`src/hw/ec_pkg.sv`:
```
// EC point doubling types
`default_nettype none

package ec_pkg;

  // Field element size
  localparam int FE_W = 16;

  typedef logic [FE_W-1:0] fe_t;

  // Largest 16-bit prime
  localparam fe_t P_DEFAULT = 16'd65521;

  // Doubling equations, encoding doubles as mask index
  typedef enum logic [3:0] {
    EQ_A  = 4'd0,   // A = y^2
    EQ_B  = 4'd1,   // B = x*A
    EQ_B4 = 4'd2,   // B = 4*B
    EQ_C  = 4'd3,   // C = A^2
    EQ_C8 = 4'd4,   // C = 8*C
    EQ_D  = 4'd5,   // D = x^2
    EQ_D3 = 4'd6,   // D = 3*D
    EQ_X  = 4'd7,   // X = D^2
    EQ_E  = 4'd8,   // E = B + B
    EQ_X2 = 4'd9,   // X = X - E
    EQ_Y  = 4'd10,  // Y = B - X
    EQ_Y2 = 4'd11,  // Y = D*Y
    EQ_Y3 = 4'd12,  // Y = Y - C
    EQ_Z  = 4'd13,  // Z = y + y
    EQ_Z2 = 4'd14   // Z = Z*z
  } eq_tag_e;

  // Number of equations per doubling
  localparam int EQ_NUM = 15;

  // Add/sub unit flavour
  typedef enum logic {
    FP_ADD = 1'b0,
    FP_SUB = 1'b1
  } fp_op_e;

endpackage

`default_nettype wire

```
`src/hw/ec_dbl_top.sv`:
```
// Point doubling subsystem
`default_nettype none

module ec_dbl_top import ec_pkg::*; #(
  parameter fe_t P_MOD = P_DEFAULT
) (
  input  wire logic i_clk,
  input  wire logic i_rst,
  input  wire fe_t  i_x,
  input  wire fe_t  i_y,
  input  wire fe_t  i_z,
  input  wire logic i_val,
  output logic      o_rdy,
  output fe_t       o_x,
  output fe_t       o_y,
  output fe_t       o_z,
  output logic      o_val,
  input  wire logic i_rdy
);

  // Issue side, sequencer to units
  fe_t     mul_a, mul_b, add_a, add_b, sub_a, sub_b;
  eq_tag_e mul_tag, add_tag, sub_tag;
  logic    mul_val, add_val, sub_val;
  logic    mul_rdy, add_rdy, sub_rdy;
  // Result side, units back to sequencer
  fe_t     mul_res, add_res, sub_res;
  eq_tag_e mul_rtag, add_rtag, sub_rtag;
  logic    mul_rval, add_rval, sub_rval;

  ec_point_dbl u_seq (
    .i_clk, .i_rst, .i_x, .i_y, .i_z, .i_val, .o_rdy, .o_x, .o_y, .o_z, .o_val, .i_rdy,
    .o_mul_a(mul_a), .o_mul_b(mul_b), .o_mul_tag(mul_tag), .o_mul_val(mul_val),
    .i_mul_rdy(mul_rdy), .i_mul_res(mul_res), .i_mul_tag(mul_rtag), .i_mul_val(mul_rval),
    .o_add_a(add_a), .o_add_b(add_b), .o_add_tag(add_tag), .o_add_val(add_val),
    .i_add_rdy(add_rdy), .i_add_res(add_res), .i_add_tag(add_rtag), .i_add_val(add_rval),
    .o_sub_a(sub_a), .o_sub_b(sub_b), .o_sub_tag(sub_tag), .o_sub_val(sub_val),
    .i_sub_rdy(sub_rdy), .i_sub_res(sub_res), .i_sub_tag(sub_rtag), .i_sub_val(sub_rval)
  );

  fp_mod_mul #(.P_MOD(P_MOD)) u_mul (
    .i_clk, .i_rst, .i_a(mul_a), .i_b(mul_b), .i_tag(mul_tag), .i_val(mul_val),
    .o_rdy(mul_rdy), .o_res(mul_res), .o_tag(mul_rtag), .o_val(mul_rval)
  );

  fp_mod_addsub #(.P_MOD(P_MOD), .OP(FP_ADD)) u_add (
    .i_clk, .i_rst, .i_a(add_a), .i_b(add_b), .i_tag(add_tag), .i_val(add_val),
    .o_rdy(add_rdy), .o_res(add_res), .o_tag(add_rtag), .o_val(add_rval)
  );

  fp_mod_addsub #(.P_MOD(P_MOD), .OP(FP_SUB)) u_sub (
    .i_clk, .i_rst, .i_a(sub_a), .i_b(sub_b), .i_tag(sub_tag), .i_val(sub_val),
    .o_rdy(sub_rdy), .o_res(sub_res), .o_tag(sub_rtag), .o_val(sub_rval)
  );

endmodule

`default_nettype wire

```
`src/hw/ec_point_dbl.sv`:
```
// Jacobian point doubling sequencer
`default_nettype none

module ec_point_dbl import ec_pkg::*; (
  input  wire logic    i_clk,
  input  wire logic    i_rst,
  // Input point
  input  wire fe_t     i_x,
  input  wire fe_t     i_y,
  input  wire fe_t     i_z,
  input  wire logic    i_val,
  output logic         o_rdy,
  // Doubled point
  output fe_t          o_x,
  output fe_t          o_y,
  output fe_t          o_z,
  output logic         o_val,
  input  wire logic    i_rdy,
  // Multiplier issue and result
  output fe_t          o_mul_a,
  output fe_t          o_mul_b,
  output eq_tag_e      o_mul_tag,
  output logic         o_mul_val,
  input  wire logic    i_mul_rdy,
  input  wire fe_t     i_mul_res,
  input  wire eq_tag_e i_mul_tag,
  input  wire logic    i_mul_val,
  // Adder issue and result
  output fe_t          o_add_a,
  output fe_t          o_add_b,
  output eq_tag_e      o_add_tag,
  output logic         o_add_val,
  input  wire logic    i_add_rdy,
  input  wire fe_t     i_add_res,
  input  wire eq_tag_e i_add_tag,
  input  wire logic    i_add_val,
  // Subtractor issue and result
  output fe_t          o_sub_a,
  output fe_t          o_sub_b,
  output eq_tag_e      o_sub_tag,
  output logic         o_sub_val,
  input  wire logic    i_sub_rdy,
  input  wire fe_t     i_sub_res,
  input  wire eq_tag_e i_sub_tag,
  input  wire logic    i_sub_val
);

  // Small multiples for a = 0 doubling
  localparam fe_t THREE = FE_W'(3);
  localparam fe_t FOUR  = FE_W'(4);
  localparam fe_t EIGHT = FE_W'(8);

  typedef enum logic [1:0] {ST_IDLE, ST_RUN, ST_DONE} state_e;

  state_e              state;
  logic [EQ_NUM-1:0]   eq_val;   // Result written back
  logic [EQ_NUM-1:0]   eq_iss;   // Sent to a unit
  fe_t                 x_l, y_l, z_l;  // Latched input point
  fe_t                 tmp_a, tmp_b, tmp_c, tmp_d, tmp_e;
  fe_t                 src_a [EQ_NUM];  // Operand a per equation
  fe_t                 src_b [EQ_NUM];
  eq_tag_e             mul_nxt, add_nxt, sub_nxt;
  logic                mul_go, add_go, sub_go;  // Some equation is ready
  logic                mul_fire, add_fire, sub_fire;
  logic                accept, run, is_inf;

  assign o_rdy  = (state == ST_IDLE);
  assign accept = o_rdy && i_val;
  assign run    = (state == ST_RUN);
  assign is_inf = (i_z == '0);  // z = 0 is infinity

  // Operand table
  always_comb begin
    src_a[EQ_A]  = y_l;    src_b[EQ_A]  = y_l;
    src_a[EQ_B]  = x_l;    src_b[EQ_B]  = tmp_a;
    src_a[EQ_B4] = tmp_b;  src_b[EQ_B4] = FOUR;
    src_a[EQ_C]  = tmp_a;  src_b[EQ_C]  = tmp_a;
    src_a[EQ_C8] = tmp_c;  src_b[EQ_C8] = EIGHT;
    src_a[EQ_D]  = x_l;    src_b[EQ_D]  = x_l;
    src_a[EQ_D3] = THREE;  src_b[EQ_D3] = tmp_d;
    src_a[EQ_X]  = tmp_d;  src_b[EQ_X]  = tmp_d;
    src_a[EQ_E]  = tmp_b;  src_b[EQ_E]  = tmp_b;
    src_a[EQ_X2] = o_x;    src_b[EQ_X2] = tmp_e;
    src_a[EQ_Y]  = tmp_b;  src_b[EQ_Y]  = o_x;
    src_a[EQ_Y2] = tmp_d;  src_b[EQ_Y2] = o_y;
    src_a[EQ_Y3] = o_y;    src_b[EQ_Y3] = tmp_c;
    src_a[EQ_Z]  = y_l;    src_b[EQ_Z]  = y_l;
    src_a[EQ_Z2] = o_z;    src_b[EQ_Z2] = z_l;
  end

  // Fixed priority pick per unit, first ready equation wins
  always_comb begin
    mul_go  = 1'b1;
    mul_nxt = EQ_A;
    if (!eq_iss[EQ_A]) mul_nxt = EQ_A;
    else if (eq_val[EQ_A] && !eq_iss[EQ_B]) mul_nxt = EQ_B;
    else if (eq_val[EQ_A] && !eq_iss[EQ_C]) mul_nxt = EQ_C;
    else if (!eq_iss[EQ_D]) mul_nxt = EQ_D;
    else if (eq_val[EQ_D] && !eq_iss[EQ_D3]) mul_nxt = EQ_D3;
    else if (eq_val[EQ_D3] && !eq_iss[EQ_X]) mul_nxt = EQ_X;
    else if (eq_val[EQ_Y] && eq_val[EQ_D3] && !eq_iss[EQ_Y2]) mul_nxt = EQ_Y2;
    else if (eq_val[EQ_Z] && !eq_iss[EQ_Z2]) mul_nxt = EQ_Z2;
    else if (eq_val[EQ_B] && !eq_iss[EQ_B4]) mul_nxt = EQ_B4;
    else if (eq_val[EQ_C] && !eq_iss[EQ_C8]) mul_nxt = EQ_C8;
    else mul_go = 1'b0;

    sub_go  = 1'b1;
    sub_nxt = EQ_X2;
    if (eq_val[EQ_E] && eq_val[EQ_X] && !eq_iss[EQ_X2]) sub_nxt = EQ_X2;
    else if (eq_val[EQ_X2] && eq_val[EQ_B4] && !eq_iss[EQ_Y]) sub_nxt = EQ_Y;
    else if (eq_val[EQ_C8] && eq_val[EQ_Y2] && !eq_iss[EQ_Y3]) sub_nxt = EQ_Y3;
    else sub_go = 1'b0;

    add_go  = 1'b1;
    add_nxt = EQ_E;
    if (eq_val[EQ_B4] && !eq_iss[EQ_E]) add_nxt = EQ_E;
    else if (!eq_iss[EQ_Z]) add_nxt = EQ_Z;
    else add_go = 1'b0;
  end

  // Multiplier drops ready once busy, so issue only into an idle unit
  assign mul_fire = run && mul_go && !o_mul_val && i_mul_rdy;
  assign add_fire = run && add_go && (!o_add_val || i_add_rdy);
  assign sub_fire = run && sub_go && (!o_sub_val || i_sub_rdy);

  always_ff @(posedge i_clk) begin
    if (i_rst) begin
      state     <= ST_IDLE;
      o_val     <= 1'b0;
      eq_val    <= '0;
      eq_iss    <= '0;
      o_mul_val <= 1'b0;
      o_add_val <= 1'b0;
      o_sub_val <= 1'b0;
    end else begin
      if (o_mul_val && i_mul_rdy) o_mul_val <= 1'b0;  // Taken
      if (o_add_val && i_add_rdy) o_add_val <= 1'b0;
      if (o_sub_val && i_sub_rdy) o_sub_val <= 1'b0;
      if (mul_fire) o_mul_val <= 1'b1;
      if (add_fire) o_add_val <= 1'b1;
      if (sub_fire) o_sub_val <= 1'b1;
      case (state)
        ST_IDLE: begin
          if (accept) begin
            eq_val <= '0;
            eq_iss <= '0;
            state  <= is_inf ? ST_DONE : ST_RUN;
            o_val  <= is_inf;  // Infinity bypasses the units
          end
        end
        ST_RUN: begin
          if (i_mul_val) eq_val[i_mul_tag] <= 1'b1;
          if (i_add_val) eq_val[i_add_tag] <= 1'b1;
          if (i_sub_val) eq_val[i_sub_tag] <= 1'b1;
          if (mul_fire) eq_iss[mul_nxt] <= 1'b1;
          if (add_fire) eq_iss[add_nxt] <= 1'b1;
          if (sub_fire) eq_iss[sub_nxt] <= 1'b1;
          if (&eq_val) begin
            o_val <= 1'b1;
            state <= ST_DONE;
          end
        end
        ST_DONE: begin
          if (i_rdy) begin  // Hold point until taken
            o_val <= 1'b0;
            state <= ST_IDLE;
          end
        end
        default: state <= ST_IDLE;
      endcase
    end
  end

  // Datapath, written back by tag
  always_ff @(posedge i_clk) begin
    if (accept) begin
      x_l <= i_x;
      y_l <= i_y;
      z_l <= i_z;
      if (is_inf) begin
        o_x <= i_x;
        o_y <= i_y;
        o_z <= i_z;
      end
    end
    if (mul_fire) begin
      o_mul_a   <= src_a[mul_nxt];
      o_mul_b   <= src_b[mul_nxt];
      o_mul_tag <= mul_nxt;
    end
    if (add_fire) begin
      o_add_a   <= src_a[add_nxt];
      o_add_b   <= src_b[add_nxt];
      o_add_tag <= add_nxt;
    end
    if (sub_fire) begin
      o_sub_a   <= src_a[sub_nxt];
      o_sub_b   <= src_b[sub_nxt];
      o_sub_tag <= sub_nxt;
    end
    if (run && i_mul_val) begin
      case (i_mul_tag)
        EQ_A:        tmp_a <= i_mul_res;
        EQ_B, EQ_B4: tmp_b <= i_mul_res;
        EQ_C, EQ_C8: tmp_c <= i_mul_res;
        EQ_D, EQ_D3: tmp_d <= i_mul_res;
        EQ_X:        o_x   <= i_mul_res;
        EQ_Y2:       o_y   <= i_mul_res;
        EQ_Z2:       o_z   <= i_mul_res;
        default: ;
      endcase
    end
    if (run && i_add_val) begin
      case (i_add_tag)
        EQ_E:    tmp_e <= i_add_res;
        EQ_Z:    o_z   <= i_add_res;
        default: ;
      endcase
    end
    if (run && i_sub_val) begin
      case (i_sub_tag)
        EQ_X2:       o_x <= i_sub_res;
        EQ_Y, EQ_Y3: o_y <= i_sub_res;
        default: ;
      endcase
    end
  end

  // Each unit only returns tags it was given
  a_mul_tag: assert property (@(posedge i_clk) disable iff (i_rst) i_mul_val |->
    i_mul_tag inside {EQ_A, EQ_B, EQ_B4, EQ_C, EQ_C8, EQ_D, EQ_D3, EQ_X, EQ_Y2, EQ_Z2});
  a_add_tag: assert property (@(posedge i_clk) disable iff (i_rst) i_add_val |->
    i_add_tag inside {EQ_E, EQ_Z});
  a_sub_tag: assert property (@(posedge i_clk) disable iff (i_rst) i_sub_val |->
    i_sub_tag inside {EQ_X2, EQ_Y, EQ_Y3});

endmodule

`default_nettype wire

```
`src/hw/fp_mod_addsub.sv`:
```
// Modular adder or subtractor
`default_nettype none

module fp_mod_addsub import ec_pkg::*; #(
  parameter fe_t    P_MOD = P_DEFAULT,
  parameter fp_op_e OP    = FP_ADD
) (
  input  wire logic    i_clk,
  input  wire logic    i_rst,
  input  wire fe_t     i_a,
  input  wire fe_t     i_b,
  input  wire eq_tag_e i_tag,
  input  wire logic    i_val,
  output logic         o_rdy,
  output fe_t          o_res,
  output eq_tag_e      o_tag,
  output logic         o_val
);

  logic [FE_W:0] raw;  // Extra bit holds carry or borrow
  logic [FE_W:0] fix;

  always_comb begin
    if (OP == FP_ADD) begin
      raw = {1'b0, i_a} + {1'b0, i_b};
      fix = (raw >= {1'b0, P_MOD}) ? raw - {1'b0, P_MOD} : raw;  // At most one wrap
    end else begin
      raw = {1'b0, i_a} - {1'b0, i_b};
      fix = raw[FE_W] ? raw + {1'b0, P_MOD} : raw;  // Borrow, fold back into field
    end
  end

  assign o_rdy = 1'b1;  // Fully pipelined, never stalls

  always_ff @(posedge i_clk) begin
    if (i_rst) o_val <= 1'b0;
    else       o_val <= i_val && o_rdy;
  end

  always_ff @(posedge i_clk) begin
    if (i_val && o_rdy) begin
      o_res <= fix[FE_W-1:0];
      o_tag <= i_tag;
    end
  end

  // Single correction step only holds for reduced inputs
  a_reduced: assert property (@(posedge i_clk) disable iff (i_rst)
    i_val |-> (i_a < P_MOD) && (i_b < P_MOD));

endmodule

`default_nettype wire

```
`src/hw/fp_mod_mul.sv`:
```
// Modular multiplier
`default_nettype none

module fp_mod_mul import ec_pkg::*; #(
  parameter fe_t P_MOD = P_DEFAULT
) (
  input  wire logic    i_clk,
  input  wire logic    i_rst,
  input  wire fe_t     i_a,
  input  wire fe_t     i_b,
  input  wire eq_tag_e i_tag,
  input  wire logic    i_val,
  output logic         o_rdy,
  output fe_t          o_res,
  output eq_tag_e      o_tag,
  output logic         o_val
);

  localparam int CNT_W = $clog2(FE_W);

  logic             busy;     // Step loop running
  logic [CNT_W-1:0] cnt;      // Steps left minus one
  fe_t              a_q;      // Addend
  fe_t              b_q;      // Multiplier bits, MSB first
  fe_t              acc;      // Partial product, always below P_MOD
  eq_tag_e          tag_q;
  logic [FE_W:0]    dbl_raw;
  logic [FE_W:0]    dbl_red;
  logic [FE_W:0]    add_raw;
  logic [FE_W:0]    add_red;

  // One double-and-add step
  always_comb begin
    dbl_raw = {acc, 1'b0};
    dbl_red = (dbl_raw >= {1'b0, P_MOD}) ? dbl_raw - {1'b0, P_MOD} : dbl_raw;
    add_raw = dbl_red + (b_q[FE_W-1] ? {1'b0, a_q} : '0);  // Add a when bit is set
    add_red = (add_raw >= {1'b0, P_MOD}) ? add_raw - {1'b0, P_MOD} : add_raw;
  end

  assign o_rdy = ~busy;  // One multiply in flight

  always_ff @(posedge i_clk) begin
    if (i_rst) begin
      busy  <= 1'b0;
      o_val <= 1'b0;
    end else begin
      o_val <= 1'b0;  // Result is a single pulse
      if (i_val && o_rdy) begin
        busy <= 1'b1;
      end else if (busy && cnt == '0) begin
        busy  <= 1'b0;
        o_val <= 1'b1;
      end
    end
  end

  // Operands and step datapath
  always_ff @(posedge i_clk) begin
    if (i_val && o_rdy) begin
      a_q   <= i_a;
      b_q   <= i_b;
      tag_q <= i_tag;
      acc   <= '0;
      cnt   <= CNT_W'(FE_W - 1);
    end else if (busy) begin
      acc <= add_red[FE_W-1:0];
      b_q <= b_q << 1;                // Next bit down
      cnt <= cnt - 1'b1;
      if (cnt == '0) begin
        o_res <= add_red[FE_W-1:0];   // Last step goes straight out
        o_tag <= tag_q;
      end
    end
  end

  // Issuer must wait for ready before raising valid
  a_no_overrun: assert property (@(posedge i_clk) disable iff (i_rst) i_val |-> o_rdy);

endmodule

`default_nettype wire

```
`config.mk`:
```
export PLATFORM = sky130hd
export DESIGN_NAME = ec_dbl_top
export DESIGN_NICKNAME = d
export VERILOG_FILES = /design/src/hw/ec_pkg.sv /design/src/hw/ec_dbl_top.sv /design/src/hw/ec_point_dbl.sv /design/src/hw/fp_mod_addsub.sv /design/src/hw/fp_mod_mul.sv
export SDC_FILE = /design/constraint.sdc
export NUM_CORES = 1
export LEC_CHECK = 0
export BUFFER_PORTS_ARGS = -buffer_cell sky130_fd_sc_hd__buf_2
export CAP_MARGIN = 20
export CORE_MARGIN = 5
export CORE_UTILIZATION = 44
export DETAILED_ROUTE_END_ITERATION = 10
export PLACE_DENSITY = 0.6
export SLEW_MARGIN = 20
export SYNTH_ARGS = -nofsm -noshare
export SYNTH_HDL_FRONTEND = slang
export SYNTH_SLANG_ARGS = --single-unit
export TNS_END_PERCENT = 100
```
`constraint.sdc`:
```
create_clock -name i_clk -period 4.3 [get_ports i_clk]
set_input_delay 0.215 -clock i_clk [delete_from_list [all_inputs] [get_ports i_clk]]
set_output_delay 0.215 -clock i_clk [all_outputs]
set_load 0.02 [all_outputs]
```
* Yosys cells after proc, flatten, opt, wreduce, memory -nomap -nowiden
Cells that the tools add are included.
** Storage, ports and cells
- Input bits :: 52
- Output and inout port bits :: 50
- Register bits :: 440
** Operators by class
- Equality and inequality tests :: 19
- Add/sub/neg operators :: 8
- Muxes and demuxes :: 118
- Magnitude comparators :: 18
- Reductions and logical operators :: 70
- Bitwise operators :: 11
** Operator list (count)
- 16-bit two-way mux :: 36
- 16-bit binary-select mux with 4-bit select :: 6
- 15-bit two-way mux :: 15
- 15-bit bitwise OR :: 6
- 15-bit case mux with 2 select lines :: 2
- 17-bit by 16-bit >= comparator with 1-bit output (second input constant) :: 3
- 4-bit two-way mux :: 12
- 1-bit logical AND :: 33
- 16-bit subtractor (second input constant) :: 2
- 1-bit two-way mux :: 31
- 4-bit by 5-bit < comparator with 1-bit output (second input constant) :: 6
- 4-bit == test (second input constant) :: 7
- 1-bit demux with 4-bit select :: 6
- 4-bit by 1-bit >= comparator with 1-bit output (second input constant) :: 6
- 16-bit by 16-bit adder with 17-bit output :: 1
- 17-bit by 16-bit adder with 17-bit output :: 1
- 17-bit two-way mux :: 1
- 16-bit by 16-bit subtractor with 17-bit output :: 1
- 17-bit by 16-bit subtractor with 17-bit output (second input constant) :: 1
- 16-bit adder (second input constant) :: 1
- 4-bit by 3-bit == test with 1-bit output (second input constant) :: 4
- 16-bit zero test :: 1
- 5-bit >= comparator (second input constant) :: 3
- 4-bit inverter with 5-bit output :: 3
- other kinds (21) :: 56

* Longest topological paths before layout
- Word-level depth :: 27
- Mapped depth :: 21
- Gate-level depth less buffers :: 17

* Cells and area by module
Synthesis repeated with hierarchy kept, for this count alone.
** Second synthesis, totals
- Cell total of the unflattened synthesis :: 2169
- Area total of the unflattened synthesis :: 22863.2 sq um
** Modules (own cells, without submodules)
- ec_point_dbl :: cells an instance 1323, area an instance 14173.6 sq um, times used 1
- fp_mod_mul :: cells an instance 428, area an instance 4579.4 sq um, times used 1
- fp_mod_addsub (u_add) :: cells an instance 225, area an instance 2213.4 sq um, times used 1
- fp_mod_addsub (u_sub) :: cells an instance 193, area an instance 1896.8 sq um, times used 1

* Worst setup path after synthesis
Ideal clock, no wire load.
- Kind :: register to register
- Start :: reg u_mul.acc[6]
- End :: reg u_mul.o_res[7] (data pin)
- Data arrival time :: 3980 ps
- Setup slack :: 52 ps
- Data required time :: 4032 ps
- Stages on the path, launching flop included :: 20
- Path through :: dfxtp_1 > and4_1 > nand4_1 > nor2_1 > a31o_2 > nor2b_1 > nand3_1 > xnor2_1 > ha_1 > buf_2 > a21oi_2 > o211ai_2 > a211oi_4 > and4b_1 > and3_1 > buf_6 > nand4_4 > buf_6 > a211oi_2 > xor2_1
** On the way
- Word-level cells in the longest chain between the ends :: 5
- Elaborated cells on any way between the ends :: 7
- Those cells by class :: 3 x add/sub; 2 x order compare; 2 x mux
** Ends and longest elaborated chain
- start, declared :: line fp_mod_mul.sv:25 : fe_t acc;
- start signal, assigned :: line fp_mod_mul.sv:66 : acc <= add_red[FE_W-1:0];
- 17-bit by 16-bit subtractor with 17-bit output or 17-bit by 16-bit >= comparator with 1-bit output (tied branches) :: line fp_mod_mul.sv:35 : dbl_red = (dbl_raw >= {1'b0, P_MOD}) ? dbl_raw - {1'b0, P_MOD} : dbl_raw;
- 17-bit two-way mux * :: line fp_mod_mul.sv:35
- 17-bit by 16-bit adder with 17-bit output * :: line fp_mod_mul.sv:36 : add_raw = dbl_red + (b_q[FE_W-1] ? {1'b0, a_q} : '0);
- 16-bit subtractor or 17-bit by 16-bit >= comparator with 1-bit output (tied branches) :: line fp_mod_mul.sv:37 : add_red = (add_raw >= {1'b0, P_MOD}) ? add_raw - {1'b0, P_MOD} : add_raw;
- 16-bit two-way mux * :: line fp_mod_mul.sv:37
- named net u_mul.add_red[7] :: line fp_mod_mul.sv:30 : logic [FE_W:0] add_red;
- end signal, assigned :: line fp_mod_mul.sv:70 : o_res <= add_red[FE_W-1:0];
- end, declared :: line fp_mod_mul.sv:14 : output fe_t o_res,
Mark *: on every way through the listed nets, which the timed path passes. The rest lies on a longest branch.
A chain may end at the register's enable or synchronous reset.

* Final worst setup path
- Start :: reg u_mul.acc[6]
- End :: reg u_mul.o_res[13] (data pin)
Same word-level chain as after synthesis.

==> results.yml <==
worst_setup_path:
  arrival_ps: 4550
  criticalPathCategory: "flop to flop"
  worst_setup_path_end_kind: "flop"
  r2r-start: "u_mul.acc[6]$_SDFFE_PP0P_"
  cp-endpoint: "u_mul.o_res[13]$_DFFE_PP_"
  crit_required_ps: 4610
  reg2reg_slack_ps: 60
  cp-startpoint: "u_mul.acc[6]$_SDFFE_PP0P_"
  r2r_end: "u_mul.o_res[13]$_DFFE_PP_"
  cp-start-kind: "flop"
  worstPathMaxFanout: 6
  r2r_cells: 17
cts:
  cts_tree: "yes"
  clk_pin_slew_ps: 60
  cts.root.buffer_cell: "clkbuf_16"
  clock_path_buffers: 3
  cts.sinks: 416
  htreeDepth: 2
  cts_buffers: 46
  insertion_delay_ps: 580
floorplanning:
  initial_core_util_pct: 44.62
  rows: 81
  core_um2: 49050
  io_pins: 102
  fp.dieH_um: 233.0
  die_w_um: 233.0
  die_area_um2: 54300
grt:
  grt_max_degree: 76
  gr-total-overflow: 0
  grt.total_usage_pct: 25.22
  antenna_found_initial: 0
  grt_pass1_vias: 17070
  grt_pass1_wl_um: 106000
outcome:
  outcome: "finished clean"
detailed_routing:
  routed_wl_um: 70340
  topRoutingLayerUsed: "met4"
  dr.pass1.iters: 6
  drc_errors: 0
  ant_nets: 0
  dr_total_vias: 18080
  drt_iter0_markers: 1779
  via_per_inst: 6.004
  wirelength_met1_um: 31230
  route.met2.wl_um: 31360
  met3_length_um: 6290
  wl_per_cell_um: 23.36
place:
  dp_slack_ps: -127.1
  gp_congestion: 0.9542
  dpl.hpwl_um: 50650
  io_buffer_count: 101
timing:
  setup_violations: 0
  worstMarginPinSlew_ps: 1121
  rsz0062_at_grt: "true"
  skew_ps: 18.93
  clock.fmax_ghz: 0.2361
  drv_slew: 0
  finalHoldViolations: 0
  period_share_pct: 98.50
  fin_tns_setup_ps: 0
  holdWs_ps: 43.35
  finalCriticalPeriod_ps: 4235
  fin_ws_ps: 64.66
  maxSlewHeadroom_pct: 25.15
cells_and_area:
  seq_area_um2: 11420
  nNetsFinal: 2407
  layout_commonest_cell: "edfxtp_1"
  utilization_pct: 53.69
  drive_above_1_share_pct: 20.93
  fillers: 4373
  areaGrowthSynthToFinish_pct: 20.35
  multiInputGateArea_um2: 10130
  final_cell_mix: "edfxtp_1 (308), nand2_1 (273), a21oi_1 (193), nor2_1 (154), buf_4 (122)"
min_path:
  holdPathStages: 3
  hp-class: "input pin to flop"
job:
  drv_cap: 0
synthesis:
  syn_area_um2: 21880
  synth.distinct_cells: 91
  synth_compound_area_share_pct: 17.43
  synthAdderAreaFrac_pct: 2.641
  syn_area_per_cell_um2: 10.38
  syn_inst: 2108
  yosys_register_bits: 416
  yosysWarnings: 0
  synth_top_family_by_area: "compound AO/OA/AOI/OAI gates"
  ys.flop_type: "edfxtp_1"
  synth-xor-area-share_pct: 2.922
  ys_seq_area_share_pct: 52.14
  synth_nets: 2205
  synth_simple_gate_area_share_pct: 14.97
  synthMuxAreaShare_pct: 6.392
  synth_edf_count: 308
  synthArstFlopShare_pct: 0
power:
  p_leak_nw: 9.991
  ir_worst_vdd_mv: 0.2438
  powerDensity_nw_per_um2: 489.9
==> how the worst min path moves through the flow <==
stage	startpoint	endpoint	slack [ps]
after floorplan	i_rst	u_add.o_val$_SDFF_PP0_	290
after global placement	u_seq.o_mul_tag[2]$_DFFE_PP_	u_mul.tag_q[2]$_DFFE_PP_	400
after detailed placement	u_seq.o_sub_tag[2]$_DFFE_PP_	u_sub.o_tag[2]$_DFFE_PP_	410
after CTS	i_val	u_seq.eq_iss[9]$_SDFFE_PP0P_	20
after global routing	i_val	u_seq.eq_iss[8]$_SDFFE_PP0P_	70
final	i_val	u_seq.eq_iss[9]$_SDFFE_PP0P_	40
==> cell families (layout without fill, tap and decap cells) <==
family | after synthesis | count (layout)
AND/OR/NAND/NOR | 700 | 701
AO/OA/AOI/OAI | 585 | 585
flip-flops | 416 | 416
buffers and inverters | 192 | 429
multiplexers | 97 | 97
XOR/XNOR | 73 | 73
adder cells (fa/ha/maj) | 45 | 45
other | 0 | 1
==> cell type report <==
class                      count  share of cell area (%)
antenna                        1                0.009501
clock buffer                  60                   4.950
clock inverter                24                   1.392
inverter                      63                  0.9074
multi-input combinational   1501                   38.48
sequential                   416                   43.34
tap                          664                   3.154
timing repair buffer         282                   7.767
==> per-stage QoR <==
stage,cells,instance area [um^2],power [mW]
floorplan,2108,21880,6.947
global placement,2861,23690,8.203
detailed placement,2861,23690,8.210
CTS,2996,25910,12.64
global route,3010,26340,13.47
finish,3011,26340,12.90
==> where the power goes <==
group	internal (mW)	total (mW)	switching (mW)
clock network	2.68	4.33	1.65
logic	1.55	3.66	2.11
registers	4.68	4.91	0.227
==> cells in the mapped netlist, drive strengths merged, types with 4 or more instances <==
| cell type | instances | share of area [%] |
|---|---|---|
| o2111ai | 8 | 0.32 |
| ha | 43 | 2.5 |
| a32oi | 7 | 0.28 |
| nor3 | 30 | 0.74 |
| o311ai | 4 | 0.16 |
| nor4 | 8 | 0.23 |
| or2 | 10 | 0.29 |
| mux2i | 34 | 1.6 |
| nand3 | 67 | 1.5 |
| a211oi | 45 | 1.7 |
| a21oi | 202 | 4.7 |
| a221oi | 16 | 0.67 |
| dfxtp | 108 | 9.9 |
| and4 | 6 | 0.24 |
| clkbuf | 98 | 1.7 |
| mux4 | 31 | 3.2 |
| o221ai | 5 | 0.20 |
| a211o | 4 | 0.16 |
| o21a | 4 | 0.17 |
| a31oi | 25 | 0.71 |
| o211ai | 19 | 0.67 |
| nor2b | 22 | 0.63 |
| o31ai | 18 | 0.62 |
| o21ai | 111 | 2.6 |
| a311o | 12 | 0.55 |
| xnor2 | 40 | 1.6 |
| a22oi | 4 | 0.14 |
| inv | 62 | 1.1 |
| nand2b | 13 | 0.37 |
| edfxtp | 308 | 42 |
| a311oi | 20 | 0.88 |
| nor2 | 162 | 2.8 |
| a2bb2oi | 13 | 0.52 |
| or3 | 14 | 0.40 |
| a21o | 23 | 0.79 |
| nand4 | 15 | 0.50 |
| o22ai | 19 | 0.54 |
| and3 | 15 | 0.45 |
| buf | 31 | 0.73 |
| xor2 | 33 | 1.3 |
| mux2 | 32 | 1.6 |
| nand2 | 278 | 4.8 |
| and2 | 38 | 1.1 |
==> critical path, cell delays in order, from the launching register on <==
cell      delay, ps
dfxtp_2         320
and4_4          230
nand4_1         170
nor2_1          190
a31o_2          270
and2_4          200
nand2_1          70
xnor2_1         120
ha_1            400
o21ai_2         100
a31o_4          250
a2111o_1        430
and3_2          250
nor3_4          270
buf_4           180
nand4_4         160
a211oi_4        260
xor2_1          100
==> metal layers <==
layer,vias up,track usage (%)
li1,8277,-
met1,8835,37.60
met2,859,39.04
met3,106,4.246
met4,0,5.206
met5,-,0
==> timing repair <==
action / CTS / global route
resized for setup: 12 / 82
hold buffers: 48 / 0
endpoints found under the setup margin: 29 / 32
hold endpoints to repair: 48 / 0
buffers inserted: 3 / 11
pin swaps: 7 / 48
gates cloned: 0 / 3
Note: power is estimated with default switching activity, not from simulation.
